## config.mk

```make
export PLATFORM = sky130hd
export DESIGN_NAME = tcu_align_add
export DESIGN_NICKNAME = d
export VERILOG_FILES = /design/src/hdl/tcu_pkg.sv /design/src/hdl/tcu_align_add.sv
export SDC_FILE = /design/constraint.sdc
export NUM_CORES = 2
export LEC_CHECK = 0
export BUFFER_PORTS_ARGS = -buffer_cell sky130_fd_sc_hd__clkbuf_2
export CORE_MARGIN = 5
export CORE_UTILIZATION = 50
export DETAILED_ROUTE_END_ITERATION = 8
export PLACE_DENSITY = 0.69
export SLEW_MARGIN = 20
export SYNTH_ARGS = -nofsm -noshare
export SYNTH_HDL_FRONTEND = slang
export SYNTH_SLANG_ARGS = --single-unit
```

## constraint.sdc

```tcl
create_clock -name vclk -period 23.8
set_input_delay 4.76 -clock vclk [all_inputs]
set_output_delay 4.76 -clock vclk [all_outputs]
set_load 0.05 [all_outputs]
```

## src/hdl/tcu_pkg.sv

```systemverilog
// **********************************************************************
// Tensor core dot-product shared types, structs and format constants
// **********************************************************************
`default_nettype none

package tcu_pkg;

    // raw fp16 / bf16 operand
    typedef logic [15:0] half_t;
    // fp32 value
    typedef logic [31:0] word_t;
    // biased exponent on the fp32 scale
    typedef logic [7:0] exp_t;
    // term significand, binary point below bit 23
    typedef logic [24:0] sig_t;
    // right shift for alignment
    typedef logic [7:0] shamt_t;

    // input operand format
    typedef enum logic {
        FMT_FP16 = 1'b0,
        FMT_BF16 = 1'b1
    } fmt_e;

    // top-level handshake control
    typedef enum logic [1:0] {
        S_IDLE = 2'd0,
        S_BUSY = 2'd1,
        S_DONE = 2'd2
    } ctl_state_e;

    // one product or addend term, value = sig * 2^(exp - 150)
    typedef struct packed {
        logic sign;
        exp_t exp;
        sig_t sig;
    } term_t;

    // exception flags
    typedef struct packed {
        logic nan;
        logic inf;
        logic invalid;
    } exc_t;

    localparam int FP16_BIAS  = 15;
    localparam int BF16_BIAS  = 127;
    // fraction bits kept below each term during alignment
    localparam int FRAC_GUARD = 31;

endpackage

`default_nettype wire

```

## src/hdl/tcu_align_add.sv

```systemverilog
// **********************************************************************
// Aligns every term to the common exponent and forms the signed sum
// **********************************************************************
`default_nettype none

module tcu_align_add #(
    parameter int N = 5,
    localparam int SUM_W = 25 + tcu_pkg::FRAC_GUARD + $clog2(N) + 1
) (
    input  wire tcu_pkg::term_t [N-1:0]  terms,
    input  wire tcu_pkg::shamt_t [N-1:0] shifts,
    output logic signed [SUM_W-1:0]      sum
);

    // zero headroom above sig, guard fraction below
    localparam int PAD_W = SUM_W - 25 - tcu_pkg::FRAC_GUARD;

    logic [SUM_W-1:0] shifted;
    logic [SUM_W-1:0] acc;

    always_comb begin
        acc     = '0;
        shifted = '0;
        for (int i = 0; i < N; i++) begin
            // bits past the guard fraction are lost
            shifted = {{PAD_W{1'b0}}, terms[i].sig, {tcu_pkg::FRAC_GUARD{1'b0}}} >> shifts[i];
            if (terms[i].sign) begin
                acc = acc - shifted;
            end else begin
                acc = acc + shifted;
            end
        end
        sum = signed'(acc);
    end

endmodule

`default_nettype wire

```

## After elaboration in Yosys (flattened, before gate mapping)

Index checks and enable logic that the tools add are counted.
W data, S select, Z words.

- $add $sub $neg: 9
- Multiplexer cells: 5
- Shifts and indexed selects: 5

Operators by type and width:

| operator | count |
|---|---|
| $mux W60 | 5 |
| $shr A56 B8 Y60 | 5 |
| $add A60 B60 Y60 | 4 |
| $sub A60 B60 Y60 | 4 |
| $sub A1 B60 Y60 const A | 1 |

- Output and inout bits: 60
- Input port bits: 210
- Register bits: 0
- Logic and storage cells: 19

## Depth between registers and ports, before layout

- Depth after elaboration: 11
- Depth in mapped cells: 65
- Gate-level depth less buffers: 61

## Least setup slack after synthesis

Ideal clock, no wire load.

- Path kind: input -> output
- Start: in shifts[0] in the netlist's numbering
- End: out sum[56]
- Arrival: 16.300 ns
- Buffers on the path: 3
- Cell stages on the path: 58
- Path slack: 2.740 ns
- Required time: 19.040 ns
- Cells stage by stage: buf_6 > buf_8 > mux2_2 > o2bb2ai_1 > mux2_2 > and2_1 > o31ai_1 > o2bb2ai_1 > ha_1 > nand2b_1 > xnor2_1 > ha_1 > nor2b_1 > o21ai_0 > a21boi_0 > o41ai_1 > a311oi_1 > nand3_1 > [... 22 more ...] > a221o_1 > a22o_1 > or2_2 > a21oi_1 > xnor2_1 > ha_1 > clkbuf_1 > a21o_1 > a21o_1 > a21oi_1 > and3_1 > a21oi_1 > a21boi_0 > a41o_1 > or4_1 > a31o_2 > a21oi_1 > xnor2_1

- Cells in the longest elaborated chain, start to end: 11
- Elaborated cells between the ends (all ways): 15
- Classes of those cells: 9 x add/sub; 1 x shift; 5 x mux

Ends and longest elaborated chain:

| item | RTL line | text |
|---|---|---|
| start, declared | tcu_align_add.sv:11 | `input wire tcu_pkg::shamt_t [N-1:0] shifts,` |
| $shr A56 B8 Y60 (*) | tcu_align_add.sv:26 | `shifted = {{PAD_W{1'b0}}, terms[i].sig, {tcu_pkg::FRAC_GUARD{1'b0}}} >> shifts[i];` |
| $sub A1 B60 Y60 | tcu_align_add.sv:28 | `acc = acc - shifted;` |
| $mux W60 (*) | tcu_align_add.sv:27 | `if (terms[i].sign) begin` |
| $add A60 B60 Y60 / $sub A60 B60 Y60 (equally long branches) | tcu_align_add.sv:30, tcu_align_add.sv:28 |  |
| $mux W60 (*) | tcu_align_add.sv:27 |  |
| $add A60 B60 Y60 / $sub A60 B60 Y60 (equally long branches) | tcu_align_add.sv:30, tcu_align_add.sv:28 |  |
| $mux W60 (*) | tcu_align_add.sv:27 |  |
| $add A60 B60 Y60 / $sub A60 B60 Y60 (equally long branches) | tcu_align_add.sv:30, tcu_align_add.sv:28 |  |
| $mux W60 (*) | tcu_align_add.sv:27 |  |
| $add A60 B60 Y60 / $sub A60 B60 Y60 (equally long branches) | tcu_align_add.sv:30, tcu_align_add.sv:28 |  |
| $mux W60 (*) | tcu_align_add.sv:27 |  |
| end, declared | tcu_align_add.sv:12 | `output logic signed [SUM_W-1:0] sum` |

Mark *: on every way between the ends. The rest lies on a longest branch, timed or not.

## Worst setup path after layout

- Start: in shifts[8] in the netlist's numbering
- End: out sum[59]

- Cells in the longest elaborated chain, start to end: 9
- Elaborated cells between the ends (all ways): 13
- Classes of those cells: 8 x add/sub; 1 x shift; 4 x mux

Ends and longest elaborated chain:

| item | RTL line |
|---|---|
| $shr A56 B8 Y60 (*) | tcu_align_add.sv:26 |
| $add A60 B60 Y60 / $sub A60 B60 Y60 (equally long branches) | tcu_align_add.sv:30, tcu_align_add.sv:28 |
| $mux W60 (*) | tcu_align_add.sv:27 |
| $add A60 B60 Y60 / $sub A60 B60 Y60 (equally long branches) | tcu_align_add.sv:30, tcu_align_add.sv:28 |
| $mux W60 (*) | tcu_align_add.sv:27 |
| $add A60 B60 Y60 / $sub A60 B60 Y60 (equally long branches) | tcu_align_add.sv:30, tcu_align_add.sv:28 |
| $mux W60 (*) | tcu_align_add.sv:27 |
| $add A60 B60 Y60 / $sub A60 B60 Y60 (equally long branches) | tcu_align_add.sv:30, tcu_align_add.sv:28 |
| $mux W60 (*) | tcu_align_add.sv:27 |

Marks and branches as above.

==> impl.org <==
** Worst setup path
- CP most frequent cell :: a21oi_1
- STA classifies the critical path startpoint as a primary input.
- Data required time at the worst endpoint :: 19.04 ns
- The critical path is of the in -> out type.
- In this design, the stage delay of the slowest critical-path cell is 0.56 ns.
- Nature of the critical path endpoint :: output port
- CP startpoint :: shifts[8]
- The slowest stage of the critical path belongs to the cell mux2i_1.
- Data arrives at the worst endpoint at 18.07 ns.
- Of all nets on the critical path, the largest fanout is 29.

** Global routing
- The via count of the first global-routing pass is 34100.
- Entering global routing, the biggest net connects 65 pins.
- In the global route stage, overall resource usage came out at 34.5%.
- The number of antenna violations at the first check in global routing came to 5.
- Global-route wire length before repair :: 198 mm
- Total congestion overflow after global routing :: 0

** Logic synthesis
- After synthesis, the largest area contributor takes up 9.45% of total cell area.
- nor2_1 is the most common cell in the netlist.
- Post-synthesis average cell area :: 6.76 sq um
- Netlist cell types :: 119
- Synth area leader :: ha_1
- Most common library cells after synthesis :: nor2_1, a21oi_1, nand2_1
- Synthesis Warnings :: 0
- Number of cells produced by synthesis :: 4721
- Largest cells by area after synthesis :: ha_1, xnor2_1, a21oi_1, mux2i_1, nor2_1
- Synthesis produced a netlist with a net count of 5176.
- Cell area after synthesis :: 0.0319 sq mm
- The share of the Yosys chip area taken by registers is 0%.

** Floorplanning
- The floorplan step defined a die boundary enclosing 0.0690 sq mm.
- Number of top-level pins :: 270
- The floorplan step defined a core boundary enclosing 0.0632 sq mm.
- Floorplan row count :: 92
- Vertical extent of the die :: 263 um
- The initial utilization of the core area, before any placement, comes to 50.5%.
- The die is 263 um wide.

** Min path
- The worst hold path belongs to the class in -> out.
- The worst hold path begins at terms[136].

** STA
- For this run, the top clock speed supported by timing is 0.0438 GHz.
- After layout, the worst setup slack is 0.966 ns.
- Setup violations remaining at the end of the flow were counted as 0.
- For the pin with the worst max-slew slack, the measured transition is 1.11 ns.
- Final-report max-slew violation count :: 0
- Share of the clock period used by the worst path after layout :: 95.9%
- Clock period minus worst slack :: 22.83 ns
- Worst slew margin :: 25.2%
- After routing, the total negative slack on setup checks comes to 0 ns.
- Final Hold Fails :: 0

** Finish
- Number of sequential cells :: 0
- Total area of sequential cells :: 0 sq um
- Area growth from synthesis to final layout :: 5.46%
- Fillcell total :: 6475
- Fin cells :: 5624
- Fraction of final layout cells sized beyond drive strength 1 :: 11.6%
- Count of clock-net buffers in the final layout :: 0
- Net total in the final layout :: 5234

** Drt
- Initial DRC count :: 5190
- Summing over every cut layer, the via total after detailed routing is 38200.
- Detail-routed net length per standard cell :: 23.0 um
- The first detailed-routing pass took 6 iterations.
- Ratio of routed vias to standard cells :: 6.79
- Total DRC errors in the routed layout :: 0
- Post-Route WL :: 129 mm
- In this run the remaining antenna-violating nets after routing total 0.

** Place
- Worst-case setup slack after placement :: 0.768 ns
- In this run, placement finished with an instance count of 5622.
- Number of I/O port buffers :: 230
- Hpwl dp :: 106 mm
- Placer's final routability congestion estimate :: 1.07

** Status
- The flow ran to the end, and the final reports show no timing, DRC or antenna violations.

** Job
- Max-cap violations in this run came to 0.
[kinds of logic after synthesis]
logic type,count (synthesis),synth area share (%)
AOI/OAI and AO/OA,1686,35.3
xor gates and xnor gates,449,12.4
adders and majority gates,245,9.70
buffers and inverters,402,5.37
muxes,311,12.3
and+or+nand+nor,1628,24.9
[worst paths after layout]
kind	end	slack (ns)	cells past startpoint
setup / recovery	sum[59]	0.97	56
hold / removal	sum[0]	10.49	6
[area by class of cell]
type                       instances  area [sq um]  share of cell area (%)
multi-input combinational       4319         30300                    89.9
inverter                         142           533                    1.58
tap                              846          1060                    3.14
antenna                            1          2.50                 0.00743
timing repair buffer             316          1810                    5.36
[cell usage in the layout, fill, tap and decap left out, types with 42 or more instances in the layout]
| cell type | synthesis | layout |
|---|---|---|
| mux2_2 | 59 | 59 |
| ha_1 | 241 | 240 |
| and2_1 | 58 | 58 |
| nand2b_1 | 93 | 91 |
| mux4_2 | 51 | 51 |
| o21ai_0 | 279 | 278 |
| clkbuf_2 | 0 | 228 |
| and3_1 | 56 | 56 |
| a22oi_1 | 49 | 49 |
| a31oi_1 | 81 | 81 |
| nor2_1 | 489 | 489 |
| xor2_1 | 191 | 190 |
| o22ai_1 | 125 | 125 |
| xnor2_1 | 256 | 255 |
| inv_1 | 133 | 133 |
| nor3_1 | 109 | 109 |
| buf_4 | 7 | 85 |
| nor2b_1 | 73 | 72 |
| mux2i_1 | 188 | 188 |
| nand4_1 | 42 | 42 |
| nand2_1 | 420 | 420 |
| a21o_1 | 158 | 158 |
| o21a_1 | 47 | 47 |
| nand3_1 | 107 | 107 |
| a21oi_1 | 420 | 419 |
[timing repair]
action                     4_1_cts  5_1_grt
setup buffers                    0        1
setup endpoints to repair        0        7
hold buffers                     0        0
resized for setup                0       17
[routing by layer]
metal	up-vias	share of wire [%]	GRT usage, %
li1	17900	-	-
met1	17800	42	48.5
met2	2148	43	54.1
met3	324	11	5.67
met4	0	3.9	10.3
met5	-	0	0
[through the flow]
| stage | hold WS (ns) | cell area [sq um] | util (%) |
|---|---|---|---|
| 6_report | 10.49 | 33700 | 53.3 |
| 3_5_place_dp | 10.48 | 33600 | 53.2 |
| 4_1_cts | 10.50 | 33600 | 53.2 |
| 2_1_floorplan | 10.09 | 31900 | - |
| 3_3_place_gp | 10.49 | 33600 | 53.2 |
| 5_1_grt | 10.55 | 33700 | 53.3 |
[critical path, delay by kind of cell]
kind | cells | cell delay [ns]
AO/OA/AOI/OAI | 31 | 6.88
XOR/XNOR | 6 | 1.47
adder cells (fa/ha/maj) | 4 | 1.37
buffers and inverters | 3 | 0.79
multiplexers | 2 | 1.11
AND/OR/NAND/NOR | 10 | 1.64
