$ cat src/hdl/tcu_pkg.sv
// **********************************************************************
// Tensor core dot-product shared types, structs and format constants
// **********************************************************************
`default_nettype none

package tcu_pkg;

    // raw fp16 / bf16 operand
    typedef logic [15:0] half_t;
    // fp32 value
    typedef logic [31:0] word_t;
    // biased exponent on the fp32 scale
    typedef logic [7:0] exp_t;
    // term significand, binary point below bit 23
    typedef logic [24:0] sig_t;
    // right shift for alignment
    typedef logic [7:0] shamt_t;

    // input operand format
    typedef enum logic {
        FMT_FP16 = 1'b0,
        FMT_BF16 = 1'b1
    } fmt_e;

    // top-level handshake control
    typedef enum logic [1:0] {
        S_IDLE = 2'd0,
        S_BUSY = 2'd1,
        S_DONE = 2'd2
    } ctl_state_e;

    // one product or addend term, value = sig * 2^(exp - 150)
    typedef struct packed {
        logic sign;
        exp_t exp;
        sig_t sig;
    } term_t;

    // exception flags
    typedef struct packed {
        logic nan;
        logic inf;
        logic invalid;
    } exc_t;

    localparam int FP16_BIAS  = 15;
    localparam int BF16_BIAS  = 127;
    // fraction bits kept below each term during alignment
    localparam int FRAC_GUARD = 31;

endpackage

`default_nettype wire

$ cat src/hdl/tcu_max_exp.sv
// **********************************************************************
// Largest term exponent and per-term alignment shift
// **********************************************************************
`default_nettype none

module tcu_max_exp #(
    parameter int N = 5
) (
    input  wire tcu_pkg::exp_t [N-1:0] exps,
    output tcu_pkg::exp_t              max_exp,
    output tcu_pkg::shamt_t [N-1:0]    shifts
);

    // zero terms carry exponent 0 and never win
    always_comb begin
        max_exp = '0;
        for (int i = 0; i < N; i++) begin
            if (exps[i] > max_exp) begin
                max_exp = exps[i];
            end
        end
    end

    // distance below the max, zero terms shift out harmlessly
    for (genvar i = 0; i < N; i++) begin : g_shift
        assign shifts[i] = max_exp - exps[i];
    end

endmodule

`default_nettype wire

$ cat src/hdl/tcu_mul_exp.sv
// **********************************************************************
// Dot-product front end: product lanes, addend term, max exponent and
// exception flags
// **********************************************************************
`default_nettype none

module tcu_mul_exp #(
    parameter int N = 5
) (
    input  wire tcu_pkg::fmt_e          fmt,
    input  wire tcu_pkg::half_t [N-2:0] a_rows,
    input  wire tcu_pkg::half_t [N-2:0] b_cols,
    input  wire tcu_pkg::word_t         c_val,
    output tcu_pkg::term_t [N-1:0]      terms,
    output tcu_pkg::exp_t               max_exp,
    output tcu_pkg::shamt_t [N-1:0]     shifts,
    output tcu_pkg::exc_t               exceptions
);

    tcu_pkg::exp_t [N-1:0] exps;

    // one multiply lane per row/column pair
    for (genvar i = 0; i < N - 1; i++) begin : g_lane
        tcu_prod_mul u_prod (
            .fmt  (fmt),
            .a    (a_rows[i]),
            .b    (b_cols[i]),
            .term (terms[i])
        );
    end

    // addend is the last term
    assign terms[N-1].sign = c_val[31];
    assign terms[N-1].exp  = c_val[30:23];
    // zero exponent flushes, all-ones keeps an inf addend dominant
    assign terms[N-1].sig  = (c_val[30:23] == 8'h00) ? '0 :
                             (c_val[30:23] == 8'hff) ? '1 :
                             {1'b0, 1'b1, c_val[22:0]};

    for (genvar i = 0; i < N; i++) begin : g_exp
        assign exps[i] = terms[i].exp;
    end

    // max search runs beside the multipliers
    tcu_max_exp #(
        .N (N)
    ) u_max_exp (
        .exps    (exps),
        .max_exp (max_exp),
        .shifts  (shifts)
    );

    tcu_nan_inf #(
        .N (N)
    ) u_nan_inf (
        .fmt        (fmt),
        .a_rows     (a_rows),
        .b_cols     (b_cols),
        .c_val      (c_val),
        .exceptions (exceptions)
    );

endmodule

`default_nettype wire

$ cat src/hdl/tcu_nan_inf.sv
// **********************************************************************
// NaN, infinity and invalid-operation detection over all operands
// **********************************************************************
`default_nettype none

module tcu_nan_inf #(
    parameter int N = 5
) (
    input  wire tcu_pkg::fmt_e          fmt,
    input  wire tcu_pkg::half_t [N-2:0] a_rows,
    input  wire tcu_pkg::half_t [N-2:0] b_cols,
    input  wire tcu_pkg::word_t         c_val,
    output tcu_pkg::exc_t               exceptions
);

    // {nan, inf, zero} of one half-width operand
    function automatic logic [2:0] classify(input tcu_pkg::fmt_e f, input tcu_pkg::half_t h);
        logic all_ones;
        logic man_nz;
        logic exp_zero;
        if (f == tcu_pkg::FMT_BF16) begin
            all_ones = &h[14:7];
            man_nz   = |h[6:0];
            exp_zero = ~|h[14:7];
        end else begin
            all_ones = &h[14:10];
            man_nz   = |h[9:0];
            exp_zero = ~|h[14:10];
        end
        return {all_ones & man_nz, all_ones & ~man_nz, exp_zero};
    endfunction

    logic       c_nan;
    logic       c_inf;
    logic [2:0] ca;
    logic [2:0] cb;
    logic       any_nan;
    logic       pos_inf;
    logic       neg_inf;
    logic       inf_zero;

    assign c_nan = (&c_val[30:23]) & (|c_val[22:0]);
    assign c_inf = (&c_val[30:23]) & ~(|c_val[22:0]);

    always_comb begin
        any_nan  = c_nan;
        pos_inf  = c_inf & ~c_val[31];
        neg_inf  = c_inf & c_val[31];
        inf_zero = 1'b0;
        ca       = '0;
        cb       = '0;
        for (int i = 0; i < N - 1; i++) begin
            ca = classify(fmt, a_rows[i]);
            cb = classify(fmt, b_cols[i]);
            any_nan = any_nan | ca[2] | cb[2];
            // infinite product, unless the other side is NaN
            if ((ca[1] | cb[1]) && !(ca[2] | cb[2])) begin
                if (ca[0] | cb[0]) begin
                    inf_zero = 1'b1;
                end else if (a_rows[i][15] ^ b_cols[i][15]) begin
                    neg_inf = 1'b1;
                end else begin
                    pos_inf = 1'b1;
                end
            end
        end
    end

    assign exceptions.nan     = any_nan;
    assign exceptions.inf     = pos_inf | neg_inf;
    // inf * 0, or +inf meeting -inf in the sum
    assign exceptions.invalid = inf_zero | (pos_inf & neg_inf);

endmodule

`default_nettype wire

$ cat src/hdl/tcu_prod_mul.sv
// **********************************************************************
// Product lane: significand multiply, exponent add and fp32 rebias
// **********************************************************************
`default_nettype none

module tcu_prod_mul (
    input  wire tcu_pkg::fmt_e  fmt,
    input  wire tcu_pkg::half_t a,
    input  wire tcu_pkg::half_t b,
    output tcu_pkg::term_t      term
);

    logic [7:0]      ea;
    logic [7:0]      eb;
    // significands with hidden one, right aligned
    logic [10:0]     ma;
    logic [10:0]     mb;
    logic [21:0]     prod;
    logic            special;
    int              bias;
    int              exp_i;
    tcu_pkg::sig_t   sig;

    always_comb begin
        if (fmt == tcu_pkg::FMT_BF16) begin
            ea      = a[14:7];
            eb      = b[14:7];
            ma      = {3'b000, 1'b1, a[6:0]};
            mb      = {3'b000, 1'b1, b[6:0]};
            bias    = tcu_pkg::BF16_BIAS;
            special = (&a[14:7]) | (&b[14:7]);
        end else begin
            ea      = {3'b000, a[14:10]};
            eb      = {3'b000, b[14:10]};
            ma      = {1'b1, a[9:0]};
            mb      = {1'b1, b[9:0]};
            bias    = tcu_pkg::FP16_BIAS;
            special = (&a[14:10]) | (&b[14:10]);
        end
        prod = ma * mb;
        // fp16 point sits below bit 20, bf16 below bit 14
        sig   = (fmt == tcu_pkg::FMT_BF16) ? {prod[15:0], 9'h000} : {prod, 3'b000};
        exp_i = int'(ea) + int'(eb) - 2 * bias + 127;

        term.sign = a[15] ^ b[15];
        if (ea == 8'h00 || eb == 8'h00) begin
            // zero operand, subnormals flushed
            term.exp = '0;
            term.sig = '0;
        end else if (special) begin
            // inf/nan lane dominates the sum so its sign survives
            term.exp = 8'hff;
            term.sig = '1;
        end else if (exp_i <= 0) begin
            term.exp = '0;
            term.sig = '0;
        end else if (exp_i >= 255) begin
            term.exp = 8'hff;
            term.sig = sig;
        end else begin
            term.exp = exp_i[7:0];
            term.sig = sig;
        end
    end

endmodule

`default_nettype wire

$ cat config.mk
export PLATFORM = sky130hd
export DESIGN_NAME = tcu_mul_exp
export DESIGN_NICKNAME = d
export VERILOG_FILES = /design/src/hdl/tcu_pkg.sv /design/src/hdl/tcu_max_exp.sv /design/src/hdl/tcu_mul_exp.sv /design/src/hdl/tcu_nan_inf.sv /design/src/hdl/tcu_prod_mul.sv
export SDC_FILE = /design/constraint.sdc
export NUM_CORES = 2
export LEC_CHECK = 0
export BUFFER_PORTS_ARGS = -buffer_cell sky130_fd_sc_hd__clkbuf_2
export CAP_MARGIN = 15
export CORE_ASPECT_RATIO = 1.5
export CORE_MARGIN = 3
export CORE_UTILIZATION = 50
export DETAILED_ROUTE_END_ITERATION = 10
export PLACE_DENSITY = 0.74
export SYNTH_ARGS = -nofsm -noshare
export SYNTH_HDL_FRONTEND = slang
export SYNTH_SLANG_ARGS = --single-unit
$ cat constraint.sdc
create_clock -name vclk -period 24.9
set_clock_uncertainty 0.05 [all_clocks]
set_input_delay 4.98 -clock vclk [all_inputs]
set_output_delay 4.98 -clock vclk [all_outputs]
set_load 0.01 [all_outputs]
Yosys cells after proc, flatten, opt, wreduce, memory -nomap -nowiden
Index checks and enable logic that the tools add are counted.
{"block": "totals", "register_bits": 0, "output_inout_bits": 221, "elab_cells": 291}
{"block": "op_classes", "addsub": 17, "n_mul": 4, "order_cmp": 13, "eq_ne": 1, "mux": 104, "bitwise": 65, "n_reduce_logical": 87}
{"cell": "33-bit two-way mux", "n": 16}
{"cell": "25-bit two-way mux", "n": 6}
{"cell": "32-bit by 8-bit adder with 32-bit output, second input constant", "n": 4}
{"cell": "32-bit by 9-bit >= comparator with 1-bit output, second input constant", "n": 4}
{"cell": "32-bit by 1-bit less-or-equal comparator with 1-bit output, second input constant", "n": 4}
{"cell": "8-bit two-way mux", "n": 13}
{"cell": "32-bit subtractor", "n": 3}
{"cell": "11-bit by 11-bit multiplier with 22-bit output", "n": 4}
{"cell": "11-bit two-way mux", "n": 8}
{"cell": "10-bit OR reduction", "n": 8}
{"cell": "8-bit zero test", "n": 9}
{"cell": "8-bit AND reduction", "n": 9}
{"cell": "8-bit OR reduction", "n": 8}
{"cell": "1-bit two-way mux", "n": 60}
{"cell": "7-bit OR reduction", "n": 8}
{"cell": "5-bit AND reduction", "n": 8}
{"cell": "5-bit OR reduction", "n": 8}
{"cell": "8-bit subtractor", "n": 5}
{"cell": "8-bit by 8-bit adder with 9-bit output", "n": 4}
{"cell": "8-bit > comparator", "n": 4}
{"cell": "32-bit by 9-bit subtractor with 32-bit output", "n": 1}
{"cell": "1-bit OR", "n": 30}
{"cell": "23-bit OR reduction", "n": 1}
{"cell": "1-bit AND", "n": 21}
{"cell": "other kinds (8)", "n": 45}

Logic depth before layout (Yosys ltp)
{"block": "depth", "word_depth": 20, "depth_mapped": 75, "ltp_nobuf": 68}

By module
From an unflattened synthesis, not the netlist that was laid out.
{"block": "unflattened", "cells_unflattened": 3281, "area_unflattened_um2": 26411.6}
{"module": "tcu_prod_mul at g_lane[0].u_prod ...", "n_inst": 2, "cells_per_inst": 694, "area_per_inst_um2": 5716.7}
{"module": "tcu_prod_mul at g_lane[2].u_prod", "n_inst": 1, "cells_per_inst": 672, "area_per_inst_um2": 5524.0}
{"module": "tcu_prod_mul at g_lane[3].u_prod", "n_inst": 1, "cells_per_inst": 671, "area_per_inst_um2": 5496.5}
{"module": "tcu_max_exp", "n_inst": 1, "cells_per_inst": 351, "area_per_inst_um2": 2711.4}
{"module": "tcu_nan_inf", "n_inst": 1, "cells_per_inst": 157, "area_per_inst_um2": 933.4}
{"module": "tcu_mul_exp", "n_inst": 1, "cells_per_inst": 42, "area_per_inst_um2": 312.8}

Worst setup path after synthesis
No wires, ideal clock.
{"block": "synth_path", "path_kind": "in2out", "from": "input port fmt", "to": "output port shifts[31] in the netlist's numbering", "arrival_time_ns": 19.592, "required_ns": 19.870, "slack_ns": 0.278, "path_stages": 71, "path_buffers": 8, "path_cell_list": "clkbuf_1 -> clkbuf_1 -> clkbuf_1 -> clkbuf_1 -> buf_1 -> mux2_2 -> ha_1 -> fa_1 -> a211oi_1 -> o21bai_1 -> a21oi_1 -> xnor2_1 -> ha_1 -> ha_1 -> and3_1 -> o211ai_1 -> o41ai_1 -> o21ai_0 -> (+35 left out) -> ha_1 -> a21o_1 -> a21o_1 -> a21oi_1 -> o21ai_0 -> nand2_1 -> clkbuf_1 -> nor2_1 -> a21oi_1 -> ha_1 -> o21ai_0 -> nand2b_1 -> a21o_1 -> a21o_1 -> a21o_1 -> a21oi_1 -> xor2_1 -> xnor2_1"}
{"element": "start, declared", "line": "tcu_mul_exp.sv:10", "rtl": "input wire tcu_pkg::fmt_e fmt,"}
{"element": "end, declared", "line": "tcu_mul_exp.sv:16", "rtl": "output tcu_pkg::shamt_t [N-1:0] shifts,"}

==> results.md <==
Timing:
- The period utilization is 0.958.
- The minimum setup slack in the final design is 1040 ps.
- On the final layout, the worst hold slack is 10,190 ps.
- Measured against its own limit, the worst slew margin works out to 0.295.
- In the final timing run, aggregate negative setup slack is 0 ps.
- Setup repair after global routing left no endpoint under its margin.
- The clock period could shrink to 23,860 ps.
- The count of final hold-check violations came to 0.
- Based on the critical path, the design can be clocked at up to 41.9 MHz.
- For the pin with the worst max-slew slack, the measured transition is 1060 ps.
- The count of final max-slew check failures is 0.
- The total setup violations reported at the end of the flow is 0.

Critical path:
- The kind of cell with the highest combined delay on the critical path is compound AO/OA/AOI/OAI gates.
- The end point of the critical path is shifts[23].
- The slowest cell on the critical path is mux2i_2.
- The critical path contains buffers and inverters numbering 7 combined.
- The most critical setup path has its startpoint at fmt.
- At the worst endpoint, the arrival time is 18,830 ps.
- The category of the critical setup timing path is in2out.
- The cell repeated most along the worst path is ha_1.
- Data on the critical path is required at its endpoint by 19,870 ps.
- The kind of end point of the critical path is a primary output.
- The count of cell instances traversed by the critical path is 62.
- The delay of the slowest cell on the worst path is 580 ps.
- The maximum fanout along the worst path is 30.
- The worst setup path is launched from a primary input.

Place:
- Timing analysis after detailed placement gives a worst setup slack of -212 ps.
- The post-detailed-placement half-perimeter wirelength is 63,200 µm.
- Buffers placed on the I/O ports in this run total 382.
- At the end of routability-driven placement, the weighted congestion stood at 1.02.

GRT:
- The first global-routing pass estimated 120,000 µm of wire.
- The via count of the first global-routing pass is 24.1k.
- For this run, the total global-route usage over all layers was measured as 0.278.
- After global routing the overflow that remains totals 0.
- Entering global routing, the biggest net connects 85 pins.
- The number of antenna violations at the first check in global routing is 14.

Final layout:
- The layout overhead on the synthesized area is 10.2%.
- The number of nets in the layout is 4,314.
- Counting the clock-network buffers in the layout gives 0.
- The number of sequential storage elements is 0.
- Measured on the finished design, the core utilization comes to 0.560.
- The fraction of final layout cells with drive strength greater than 1 is 0.153.
- The sequential cells in the finished layout cover a total of 0 µm².

Floorplanning:
- The floorplan step defined a die boundary enclosing 52,700 µm².
- The total core area is 49,100 µm².
- The die boundary width is 188 µm.
- From bottom edge to top edge, the die measures 280 µm.
- 382 I/O pins were placed.
- The floorplan has 99 rows.
- For this configuration, the core starts out at a cell density of 0.509.

Synthesis:
- Synthesis instantiated 84 different standard cells from the library.
- Counting every net in the synthesized netlist gives 4,049.
- Summing every instance area after synthesis gives 25,000 µm².
- Each instance of the synthesized netlist takes up on average 7.86 µm².
- For this run, the register share of the synthesized area comes to 0.
- The synthesis warning total is 0.
- The synthesized instance count is 3,173.

Drt:
- In this run the remaining antenna-violating nets after routing total 0.
- The detailed-route vias per instance is 5.65.
- The total wirelength of the detailed-routed design is 74,800 µm.
- After detailed routing, the average wire length per cell comes to 18.2 µm.
- The first-pass iteration count of the detailed router is 7.
- The number of remaining DRC errors is 0.
- The via total after detailed routing is 23.2k.
- The DRC violation total after the first TritonRoute iteration is 1,208.

Clock tree:
- Hold repair after CTS inserted 0 buffers.

Worst hold path:
- The class of the tightest hold or removal check is in2out.
- The worst hold path was traced through 2 stages.

Run:
- The max capacitance violation total is 0.

Run status:
- The run finished with clean final reports.
timing repair:
item / CTS / global route
resized for setup: 1 / 19
endpoints found under the setup margin: 6 / 35
buffers inserted: 0 / 7
pin swaps: 0 / 1
gates cloned: 0 / 1
cell usage after synthesis, types with 47 or more instances:
master	instances	area share
and2_1	139	0.035
mux2i_1	59	0.024
xnor2_1	96	0.034
nand3_1	68	0.014
inv_1	499	0.075
mux2_2	47	0.021
nor2_1	136	0.020
a21o_1	62	0.019
nor2b_1	115	0.029
clkbuf_1	123	0.019
nand2_1	328	0.049
fa_1	329	0.26
a21oi_1	147	0.029
nor3_1	47	0.0094
xor2_1	50	0.018
o21ai_0	151	0.030
ha_1	386	0.19
stage by stage:
step	cells	cell area, µm²
finish	4104	27500
CTS	4084	27300
global placement	4084	27300
floorplan	3173	25000
global route	4102	27500
detailed placement	4084	27300
kinds of logic after synthesis:
group / count (synthesis) / synth area share
AOI/OAI and AO/OA: 556 / 0.143
xor gates and xnor gates: 147 / 0.0522
adders and majority gates: 715 / 0.458
buffers and inverters: 654 / 0.101
muxes: 109 / 0.0472
and+or+nand+nor: 992 / 0.199
cell type report:
class / instances / area (µm²)
diodes: 12 / 30.0
fillers: 4699 / 21600
inverters: 504 / 1890
multi-input cells: 2520 / 22600
well taps: 656 / 821
repair buffers: 412 / 2180
worst min-delay path by stage:
stage,slack (ps),startpoint,to
after detailed placement,10190,c_val[29],terms[167]
after global routing,10200,c_val[31],terms[169]
after floorplan,10000,c_val[23],terms[161]
after global placement,10190,c_val[29],terms[167]
final,10190,c_val[29],terms[167]
after CTS,10190,c_val[29],terms[167]
cell usage in the layout, fill, tap and decap left out, types with 47 or more instances in the layout:
cell      count
a21o_1       61
a21oi_1     145
and2_1      139
clkbuf_2    381
fa_1        329
ha_1        386
inv_1       498
mux2_2       47
mux2i_1      56
nand2_1     327
nand3_1      68
nor2_1      135
nor2b_1     115
nor3_1       47
o21ai_0     148
xnor2_1      96
xor2_1       50
metal layers:
layer | wire (µm) | part of all wire | vias to the layer above | GRT usage
met4 | 4190 | 0.056 | 6 | 0.142
met2 | 38300 | 0.51 | 773 | 0.519
met5 | 44 | 0.00059 | - | 0
met1 | 28600 | 0.38 | 11200 | 0.315
met3 | 3680 | 0.049 | 220 | 0.0239
li1 | - | - | 11000 | -
Power is left out: the tool's default activity adds up to more than one toggle a clock period on the data nets, which glitch-free logic cannot reach.
