**config.mk**
```make
export PLATFORM = sky130hd
export DESIGN_NAME = tcu_normalize
export DESIGN_NICKNAME = d
export VERILOG_FILES = /design/src/hdl/tcu_pkg.sv /design/src/hdl/tcu_normalize.sv
export SDC_FILE = /design/constraint.sdc
export NUM_CORES = 1
export LEC_CHECK = 0
export ABC_AREA = 1
export BUFFER_PORTS_ARGS = -buffer_cell sky130_fd_sc_hd__buf_4
export CORE_ASPECT_RATIO = 0.75
export CORE_MARGIN = 3
export CORE_UTILIZATION = 35
export DETAILED_ROUTE_END_ITERATION = 6
export GPL_TIMING_DRIVEN = 0
export PLACE_DENSITY = 0.56
export SYNTH_ARGS = -nofsm -noshare
export SYNTH_HDL_FRONTEND = slang
export SYNTH_SLANG_ARGS = --single-unit
export TNS_END_PERCENT = 30
```
**constraint.sdc**
```tcl
create_clock -name vclk -period 14.87
set_input_delay 2.974 -clock vclk [all_inputs]
set_output_delay 2.974 -clock vclk [all_outputs]
set_load 0.01 [all_outputs]
```
**src/hdl/tcu_pkg.sv**
```systemverilog
// **********************************************************************
// Tensor core dot-product shared types, structs and format constants
// **********************************************************************
`default_nettype none

package tcu_pkg;

    // raw fp16 / bf16 operand
    typedef logic [15:0] half_t;
    // fp32 value
    typedef logic [31:0] word_t;
    // biased exponent on the fp32 scale
    typedef logic [7:0] exp_t;
    // term significand, binary point below bit 23
    typedef logic [24:0] sig_t;
    // right shift for alignment
    typedef logic [7:0] shamt_t;

    // input operand format
    typedef enum logic {
        FMT_FP16 = 1'b0,
        FMT_BF16 = 1'b1
    } fmt_e;

    // top-level handshake control
    typedef enum logic [1:0] {
        S_IDLE = 2'd0,
        S_BUSY = 2'd1,
        S_DONE = 2'd2
    } ctl_state_e;

    // one product or addend term, value = sig * 2^(exp - 150)
    typedef struct packed {
        logic sign;
        exp_t exp;
        sig_t sig;
    } term_t;

    // exception flags
    typedef struct packed {
        logic nan;
        logic inf;
        logic invalid;
    } exc_t;

    localparam int FP16_BIAS  = 15;
    localparam int BF16_BIAS  = 127;
    // fraction bits kept below each term during alignment
    localparam int FRAC_GUARD = 31;

endpackage

`default_nettype wire

```
**src/hdl/tcu_normalize.sv**
```systemverilog
// **********************************************************************
// Leading-one normalize, truncation to fp32 and exception override
// **********************************************************************
`default_nettype none

module tcu_normalize #(
    parameter int N = 5,
    localparam int SUM_W = 25 + tcu_pkg::FRAC_GUARD + $clog2(N) + 1
) (
    input  wire logic signed [SUM_W-1:0] sum,
    input  wire tcu_pkg::exp_t           max_exp,
    input  wire tcu_pkg::exc_t           exc_in,
    output tcu_pkg::word_t               result
);

    // sum bit that carries weight 2^(max_exp - 127)
    localparam int POINT = 23 + tcu_pkg::FRAC_GUARD;
    localparam tcu_pkg::word_t QNAN = 32'h7fc0_0000;

    logic             neg;
    logic [SUM_W-1:0] mag;
    logic [SUM_W-1:0] norm;
    int               lead;
    int               exp_i;

    always_comb begin
        neg  = sum[SUM_W-1];
        mag  = neg ? -sum : sum;
        lead = 0;
        for (int i = 0; i < SUM_W; i++) begin
            if (mag[i]) begin
                lead = i;
            end
        end
        exp_i = int'(max_exp) + lead - POINT;
        // leading one to the top, mantissa right below it
        norm  = mag << (SUM_W - 1 - lead);

        if (exc_in.nan || exc_in.invalid) begin
            result = QNAN;
        end else if (exc_in.inf) begin
            // inf terms dominate the sum, so its sign is theirs
            result = {neg, 8'hff, 23'h000000};
        end else if (mag == '0) begin
            result = '0;
        end else if (exp_i <= 0) begin
            result = {neg, 31'h00000000};
        end else if (exp_i >= 255) begin
            result = {neg, 8'hff, 23'h000000};
        end else begin
            // truncate, round toward zero
            result = {neg, exp_i[7:0], norm[SUM_W-2 -: 23]};
        end
    end

endmodule

`default_nettype wire

```
Word-level counts from Yosys, hierarchy flattened
Cells that the tools add are included.
{ "word_totals": {"out_inout_bits": 32, "inputBits": 71, "word_cells": 74, "reg_bits": 0} }
{ "classes": {"n_reduce_logical": 2, "muxes": 65, "addsub": 4, "magnitude_cmp": 2, "shift": 1} }
{ "ops": {"columns": ["cell", "count"], "rows": [
  ["$mux W32", 61],
  ["$mux W31", 2],
  ["$logic_not A60 Y1", 1],
  ["$mux W60", 1],
  ["$neg A60 Y60", 1],
  ["$shl A60 B32 Y59", 1],
  ["$add A9 B32 Y32", 1],
  ["$ge A32 B9 Y1 const B", 1],
  ["$le A32 B1 Y1 const B", 1],
  ["$sub A32 B7 Y32 const B", 1],
  ["$sub A7 B32 Y32 const A", 1],
  ["$logic_or A1 B1 Y1", 1],
  ["$mux W1", 1]
]} }

Depth between registers and ports, before layout
Gate-level depths: netlist of the first run.
{ "depth": {"word_depth": 69, "depth_mapped": 87, "mapped_depth_nobuf": 85} }

Least setup slack after synthesis of the first run
OpenSTA, ideal clock, no wires.
{ "synth_timing": {"path_type": "input-to-output", "start": "input port sum[0]", "end": "output port result[10]", "path_buffers": 3, "required_time_ps": 11896, "t_arrival_ps": 9355, "setup_slack_ps": 2541, "path_stages": 52, "path_cell_list": "inv_2 -> ha_1 -> nand2_1 -> inv_2 -> nand3_2 -> nor2_1 -> inv_2 -> nor3_2 -> nand3_1 -> nor4_2 -> nand3_1 -> nor3_2 -> inv_2 -> nor3_2 -> inv_2 -> nor3_2 -> inv_2 -> nor2_4 -> [16 not listed] -> a21oi_1 -> o21ai_0 -> nor2_1 -> inv_1 -> a21oi_1 -> nor2_1 -> nor2_1 -> ha_1 -> nand4_1 -> nor2_1 -> a41oi_1 -> nand2_1 -> nor4_1 -> nand2_1 -> inv_1 -> buf_2 -> nand2_1 -> nor2_1"} }
{ "synth_between": {"elab_chain_len": 69, "word_cells_on_any_way": 73, "classes_between": "4 x add/sub; 2 x order compare; 1 x shift; 65 x mux; 1 x reduce/logical"} }
{ "synth_lines": {"columns": ["item", "line_no", "source"], "rows": [
  ["start: declaration", "tcu_normalize.sv:10", "input wire logic signed [SUM_W-1:0] sum,"],
  ["$neg A60 Y60", "tcu_normalize.sv:28", "mag = neg ? -sum : sum;"],
  ["$mux W60 *", "tcu_normalize.sv:28", null],
  ["$mux W1", "tcu_normalize.sv:31", "if (mag[i]) begin"],
  ["$mux W32 (58 in series)", "tcu_normalize.sv:31", null],
  ["$add A9 B32 Y32", "tcu_normalize.sv:35", "exp_i = int'(max_exp) + lead - POINT;"],
  ["$sub A32 B7 Y32", "tcu_normalize.sv:35", null],
  ["$ge A32 B9 Y1", "tcu_normalize.sv:48", "end else if (exp_i >= 255) begin"],
  ["$mux W31", "tcu_normalize.sv:48", null],
  ["$mux W31", "tcu_normalize.sv:46", "end else if (exp_i <= 0) begin"],
  ["$mux W32 *", "tcu_normalize.sv:44", "end else if (mag == '0) begin"],
  ["$mux W32 *", "tcu_normalize.sv:41", "end else if (exc_in.inf) begin"],
  ["$mux W32 *", "tcu_normalize.sv:39", "if (exc_in.nan || exc_in.invalid) begin"],
  ["end: declaration", "tcu_normalize.sv:13", "output tcu_pkg::word_t result"]
]} }
Mark *: on every way between the ends. The rest lies on a longest branch, timed or not.

Worst setup path after layout of the first run
{ "layout_timing": {"start": "input port sum[0]", "end": "output port result[14]"} }
The elaborated chain is that of the path after synthesis.

==> results.md, run 1 <==
- FFs & Latches: 0
- Layout Nets: 1654
- Rel. slew slack: 45.3%
- Hold Startpoint: exc_in[2]
- Initial antenna violation count: 0
- Ys Warns: 0
- Synth top area cells: nand3_1, nand2_1, nor2_1
- Worst setup EP type: output pin
- WP data arrival: 11.02 ns
- Die width: 169 um
- Port bufs: 103
- Setup ws final: 0.879 ns
- Placer congestion estimate: 1.04
- Post-DP Area: 8100 um^2
- Hold WC Path Type: primary input to output pin
- Post-DP HPWL: 27.9 mm
- Post-synth top cells: nand3_1, nand2_1, nor2_1, inv_1, xor2_1
- Largest net degree at the start of global routing: 12
- TritonRoute pass-1 iters: 5
- Static Leakage: 4.28 nW
- GRT Total Usage: 28.7%
- Minimum clock period after layout: 13.99 ns
- Crit Path Class: primary input to output pin
- Area Overhead vs Synth: 16.0%
- Worst Tran Pin Value: 0.812 ns
- Worst EP required: 11.90 ns
- Tot Pwr: 505 uW
- GRT overflow: 0
- Final instance area: 8140 um^2
- Dpl cells: 1812
- Final period util: 94.1%
- Critical path's largest stage delay: 0.34 ns
- Worst hold stages: 4
- Syn Area/Cell: 4.82 um^2
- Final non-filler cell total: 1814
- Final hold viol count: 0
- Status: completed
- N_diodes: 0
- Peak VDD IR: 0.0230 mV
- Share of post-route cells with drive strength above 1: 12.3%
- Pre-CTS WS: 0.374 ns
- Initial Utilization: 36.0%
- Critical path peak fanout: 11
- Storage element area: 0 um^2
- Routed wire length: 32.5 mm
- Finished Core Util: 41.8%
- Vias: 10076
- Final Slew Violations: 0
- Worst Hold Path EP: result[22]
- Post-synth cell types: 47
- Hold-fix buffers, CTS: 0
- Post-Syn Area: 7010 um^2
- Vias per cell: 5.55
- Top-area cell type share of the netlist area: 30.7%
- Wire per inst: 17.9 um
- Setup TNS: 0 ns
- Minimum hold slack: 6.24 ns
- IO Count: 103
- Core ar.: 19500 um^2
- Antenna viol nets, final: 0
- Critical-path top delay cell: clkbuf_2
- DR DRC count: 0
- # rows: 44
- DIE AREA: 21800 um^2
- Iter 0 DRT Violations: 1014
- First-pass GRT wire length: 50.1 mm
- Max-Cap Viols: 0
- Number of global-route vias before repair: 9343
- Cell taking the most area after synthesis: nand3_1
- Final setup viols: 0
- Post-synthesis sequential area ratio: 0%
- Syn_nets: 1547
- # clk buffers: 0
- Synthesized instance count: 1456
- Die Height: 129 um
- Setup crit start kind: primary input
- Max Clk Rate: 71.5 MHz
- Most frequent cell after synthesis: nand3_1
- Power Dens Cells: 62.0 nW/um^2
==> placed cells by master (no fill, tap or decap), drive strengths merged <==
master,netlist,routed
a21oi,26,26
nand4,7,7
nand3,432,432
ha,19,19
nand3b,14,14
fa,1,1
nand2,394,394
o21a,1,1
o21bai,1,1
clkinvlp,0,1
buf,46,152
a41oi,1,1
or4,2,2
xnor2,4,4
a211o,1,1
nor3,22,22
o41ai,1,1
nor3b,1,1
nor4,15,15
clkbuf,36,35
a31oi,5,5
o31ai,4,4
a21o,1,1
o21ai,32,32
inv,159,158
and3,1,1
nor2,177,177
xor2,49,49
nor4b,1,1
clkinv,1,1
and2,2,2
==> power by group <==
part	switching, mW	internal (mW)	total, mW
clock network	0	0	0
registers	0	0	0
logic	0.347	0.158	0.505
total	0.347	0.158	0.505
==> repair_timing <==
item,CTS,global route
gates resized for setup,0,3
buffers inserted,0,4
hold endpoints to repair,0,0
setup endpoints to repair,0,22
==> metal layers <==
layer	global-route usage (%)	up-vias	share of wire [%]
met5	0	-	0
met4	3.41	0	1.1
met3	6.57	33	10
met2	44.4	432	41
met1	41.9	4620	47
li1	-	4991	-
==> area by class of cell <==
class | instances | area (um^2)
repair buffers | 107 | 803
well taps | 253 | 317
plain buffers | 80 | 414
inverters | 160 | 604
fillers | 2354 | 11400
multi-input cells | 1214 | 6000
==> worst max-delay path, delay by kind of cell <==
family / cells / cell delay, ns
AOI/OAI and AO/OA: 6 / 0.92
buffers and inverters: 15 / 1.83
and+or+nand+nor: 28 / 4.02
xor gates and xnor gates: 1 / 0.20
adders and majority gates: 4 / 1.03
==> cell families (layout without fill, tap and decap cells) <==
| family | count (synthesis) | in the layout | share of synthesized area [%] |
|---|---|---|---|
| AO/OA/AOI/OAI | 73 | 73 | 5.76 |
| XOR/XNOR | 53 | 53 | 6.83 |
| adder cells (fa/ha/maj) | 20 | 20 | 3.67 |
| buffers and inverters | 242 | 347 | 14.6 |
| AND/OR/NAND/NOR | 1068 | 1068 | 69.2 |
==> worst max-delay path by stage <==
| stage | start | endpoint | cells past startpoint |
|---|---|---|---|
| after floorplan | sum[0] | result[10] | 52 |
| after global placement | sum[0] | result[14] | 54 |
| after detailed placement | sum[0] | result[14] | 54 |
| after CTS | sum[0] | result[14] | 54 |
| after global routing | sum[0] | result[14] | 54 |
| final | sum[0] | result[14] | 54 |
Power figures use the tool's default switching activity.
==> run 2, diff against run 1 <==
CORE_UTILIZATION = 55   (was 35)
PLACE_DENSITY = 0.8   (was 0.56)
==> results.md, run 2 (same netlist as run 1, synthesis figures left out) <==
- Status: completed (unchanged)
- Final period util: 95.4% (was 94.1%)
- GRT Total Usage: 42.1% (was 28.7%)
- Die width: 136 um (was 169 um)
- Setup crit start kind: primary input (unchanged)
- Static Leakage: 4.27 nW (was 4.28 nW)
- Worst setup EP type: output pin (unchanged)
- Vias: 10719 (was 10076)
- DIE AREA: 14200 um^2 (was 21800 um^2)
- Area occupied by multi-input gates: 6000 um^2 (unchanged)
- Final non-filler cell total: 1725 (was 1814)
- FFs & Latches: 0 (unchanged)
- Crit Path Class: primary input to output pin (unchanged)
- Critical path peak fanout: 11 (unchanged)
- Core ar.: 12400 um^2 (was 19500 um^2)
- Final hold viol count: 0 (unchanged)
- Worst Tran Pin Value: 0.729 ns (was 0.812 ns)
- Port bufs: 103 (unchanged)
- Initial Utilization: 56.6% (was 36.0%)
- Setup TNS: 0 ns (unchanged)
- Antenna viol nets, final: 0 (unchanged)
- Routed wire length: 30.6 mm (was 32.5 mm)
- Most frequent cells in the layout: nand3_1, nand2_1, nor2_1 (unchanged)
- # clk buffers: 0 (unchanged)
- Share of post-route cells with drive strength above 1: 12.2% (was 12.3%)
- Placer congestion estimate: 1.12 (was 1.04)
- Final Slew Violations: 0 (unchanged)
- Hold-fix buffers, CTS: 0 (unchanged)
- Worst EP required: 11.90 ns (about the same)
- Minimum hold slack: 6.24 ns (about the same)
- WP data arrival: 11.21 ns (was 11.02 ns)
- Peak VDD IR: 0.0429 mV (was 0.0230 mV)
- Max Clk Rate: 70.5 MHz (was 71.5 MHz)
- RSZ-0062 raised after global routing: false
- Critical path's largest stage delay: 0.32 ns (was 0.34 ns)
- Critical-path top delay cell: ha_1 (was clkbuf_2)
- First-pass GRT wire length: 48.5 mm (was 50.1 mm)
- Power Dens Cells: 62.9 nW/um^2 (was 62.0 nW/um^2)
- Number of global-route vias before repair: 9909 (was 9343)
- GRT overflow: 0 (unchanged)
- Die Height: 104 um (was 129 um)
- Iter 0 DRT Violations: 1732 (was 1014)
- # rows: 35 (was 44)
- Vias per cell: 6.21 (was 5.55)
- N_diodes: 0 (unchanged)
- Dpl cells: 1725 (was 1812)
- TritonRoute pass-1 iters: 7 (was 5)
- Post-DP HPWL: 25.6 mm (was 27.9 mm)
- Layout Nets: 1652 (was 1654)
- Storage element area: 0 um^2 (unchanged)
- Area Overhead vs Synth: 14.3% (was 16.0%)
- Final setup viols: 0 (unchanged)
- Commonest non-fill, non-tap cell in the layout: nand3_1 (unchanged)
- Fillers: 1268 (was 2354)
- Largest net degree at the start of global routing: 12 (unchanged)
- Max-Cap Viols: 0 (unchanged)
- Minimum clock period after layout: 14.19 ns (was 13.99 ns)
- IO Count: 103 (unchanged)
- DR DRC count: 0 (unchanged)
- Hold WC Path Type: primary input to output pin (unchanged)
- Wire per inst: 17.7 um (was 17.9 um)
- Initial antenna violation count: 0 (unchanged)
- Rel. slew slack: 51.4% (was 45.3%)
run 2: changes by cell type in the layout (fill, tap and decap cells not counted):
cell / change
buf_4: -2
run 2: report_power, final:
group          leakage (nW)  internal [mW]  switching, mW
combinational          4.27          0.157          0.347
sequential                0              0              0
clock                     0              0              0
run 2: through the flow:
stage	worst slack, ns	util (%)	cell area (um^2)	total power [mW]
after global routing	0.0414	64.7	8010	0.548
after global placement	0.871	64.5	8000	0.471
after CTS	0.488	64.5	8000	0.477
after floorplan	2.54	-	7010	0.331
final	0.683	64.7	8010	0.504
after detailed placement	0.508	64.5	8000	0.474
run 2: layout make-up:
cell class / instances / share of cell area (%)
plain buffers: 80 / 5.17
well taps: 166 / 2.59
inverters: 160 / 7.54
multi-input cells: 1214 / 74.9
repair buffers: 105 / 9.84
run 2: final timing paths:
path      start          to  slack (ns)  cells after the start
max      sum[0]  result[13]        0.68                     54
min   exc_in[2]  result[22]        6.24                      4
run 2: critical path, delay by kind of cell:
kind	cells	cell delay (ns)
XOR/XNOR	1	0.22
buffers and inverters	15	1.69
AND/OR/NAND/NOR	28	4.28
AO/OA/AOI/OAI	6	1.04
adder cells (fa/ha/maj)	4	1.04
run 2: metal layers:
| metal | up-vias | routed length (um) | global-route usage [%] |
|---|---|---|---|
| li1 | 4995 | - | - |
| met1 | 4742 | 12100 | 57.2 |
| met2 | 876 | 12700 | 63.9 |
| met3 | 106 | 4980 | 13.3 |
| met4 | 0 | 874 | 11.2 |
| met5 | - | 0 | 0 |
run 2: what timing repair did:
action                                  4_1_cts  5_1_grt
endpoints found under the hold margin         0        0
buffers inserted                              0        2
resized for setup                             0        3
endpoints found under the setup margin        0       21
==> run 3, diff against run 2 <==
CORE_UTILIZATION = 30   (was 55)
PLACE_DENSITY = 0.5   (was 0.8)
==> results.md, run 3 (same netlist as run 1, synthesis figures left out) <==
- Status: completed (unchanged)
- DR DRC count: 0 (unchanged)
- # rows: 47 (was 35)
- Finished Core Util: 36.4% (was 64.7%)
- GRT Total Usage: 25.4% (was 42.1%)
- Post-DP Area: 8160 um^2 (was 8000 um^2)
- Final non-filler cell total: 1854 (was 1725)
- Final setup viols: 0 (unchanged)
- Max Clk Rate: 72.2 MHz (was 70.5 MHz)
- Worst Tran Pin Value: 0.835 ns (was 0.729 ns)
- Placer congestion estimate: 1.00 (was 1.12)
- Layout Nets: 1653 (was 1652)
- Storage element area: 0 um^2 (unchanged)
- Commonest non-fill, non-tap cell in the layout: nand3_1 (unchanged)
- Routed wire length: 33.6 mm (was 30.6 mm)
- # clk buffers: 0 (unchanged)
- Area Overhead vs Synth: 16.8% (was 14.3%)
- Initial Utilization: 31.1% (was 56.6%)
- Final instance area: 8190 um^2 (was 8010 um^2)
- Rel. slew slack: 44.3% (was 51.4%)
- WP data arrival: 10.88 ns (was 11.21 ns)
- Critical path's top delay family: simple AND/OR/NAND/NOR gates (unchanged)
- First-pass GRT wire length: 51.7 mm (was 48.5 mm)
- Worst EP required: 11.90 ns (about the same)
- Hold WC Path Type: primary input to output pin (unchanged)
- Internal power: 158 uW (was 157 uW)
- Largest net degree at the start of global routing: 12 (unchanged)
- Switching Share: 69.0% (was 68.8%)
- DIE AREA: 25300 um^2 (was 14200 um^2)
- Worst setup EP type: output pin (unchanged)
- Minimum hold slack: 6.24 ns (about the same)
- Die width: 183 um (was 136 um)
- Share of post-route cells with drive strength above 1: 12.2% (about the same)
- Fillers: 2699 (was 1268)
- Iter 0 DRT Violations: 985 (was 1732)
- Port bufs: 103 (unchanged)
- RSZ-0062 raised after global routing: false (unchanged)
- FFs & Latches: 0 (unchanged)
- Setup crit start kind: primary input (unchanged)
- Core ar.: 22500 um^2 (was 12400 um^2)
- IO Count: 103 (unchanged)
- Die Height: 138 um (was 104 um)
- Setup TNS: 0 ns (unchanged)
- Wire per inst: 18.1 um (was 17.7 um)
- Critical path peak fanout: 11 (unchanged)
- Max-Cap Viols: 0 (unchanged)
- Sw Pwr: 351 uW (was 347 uW)
- Buf/Inv on CP: 15 (unchanged)
- Final period util: 93.1% (was 95.4%)
- Critical path's largest stage delay: 0.31 ns (was 0.32 ns)
- Logic pwr share: 100.0% (about the same)
- Clock network power share: 0% (about the same)
- Dpl cells: 1853 (was 1725)
- Vias per cell: 5.44 (was 6.21)
- Vias: 10080 (was 10719)
- Final hold viol count: 0 (unchanged)
- N_diodes: 0 (unchanged)
- Crit Path Class: primary input to output pin (unchanged)
- TritonRoute pass-1 iters: 6 (was 7)
- Area occupied by multi-input gates: 6010 um^2 (was 6000 um^2)
- Antenna viol nets, final: 0 (unchanged)
- GRT overflow: 0 (unchanged)
- Initial antenna violation count: 0 (unchanged)
- Number of global-route vias before repair: 9242 (was 9909)
- Peak VDD IR: 0.0180 mV (was 0.0429 mV)
- Flop pwr share: 0% (about the same)
- Power Dens Cells: 62.1 nW/um^2 (was 62.9 nW/um^2)
- Critical-path top delay cell: ha_1 (unchanged)
- Most frequent cells in the layout: nand3_1, nand2_1, nor2_1 (unchanged)
- Final Slew Violations: 0 (unchanged)
- Post-DP HPWL: 28.9 mm (was 25.6 mm)
- Hold-fix buffers, CTS: 0 (unchanged)
- Static Leakage: 4.27 nW (about the same)
- Minimum clock period after layout: 13.85 ns (was 14.19 ns)
run 3: area by class of cell:
class	instances	share of cell area (%)
inverters	160	7.38
repair buffers	106	9.72
multi-input cells	1214	73.4
well taps	294	4.49
plain buffers	80	5.06
run 3: timing repair:
action / CTS / global route
gates resized for setup: 0 / 5
setup endpoints to repair: 0 / 23
endpoints found under the hold margin: 0 / 0
setup buffers: 0 / 3
run 3: power groups by stage:
stage	clock network [mW]	logic [mW]	registers, mW
detailed placement	0	0.491	0
global route	0	0.562	0
CTS	0	0.494	0
finish	0	0.509	0
global placement	0	0.495	0
floorplan	0	0.331	0
run 3: per-layer routing:
| layer | up-vias | part of all wire [%] | GRT usage, % |
|---|---|---|---|
| li1 | 4980 | - | - |
| met1 | 4583 | 47 | 37.9 |
| met2 | 489 | 41 | 37.9 |
| met3 | 28 | 11 | 6.38 |
| met4 | 0 | 0.89 | 2.40 |
| met5 | - | 0 | 0 |
run 3: final timing paths:
path,start,slack (ns),cells after the start,endpoint
setup / recovery,sum[0],1.02,54,result[13]
hold / removal,exc_in[2],6.24,4,result[22]
run 3: worst min-delay path: stages:
cell,delay (ns)
buf_4,0.08
nor2_1,0.05
nand2_1,0.06
buf_4,0.11
run 3: through the flow:
step                      setup WS [ns]  power, mW
after global routing             0.0277      0.562
after CTS                         0.156      0.494
after floorplan                    2.54      0.331
final                              1.02      0.509
after global placement            0.274      0.495
after detailed placement          0.188      0.491
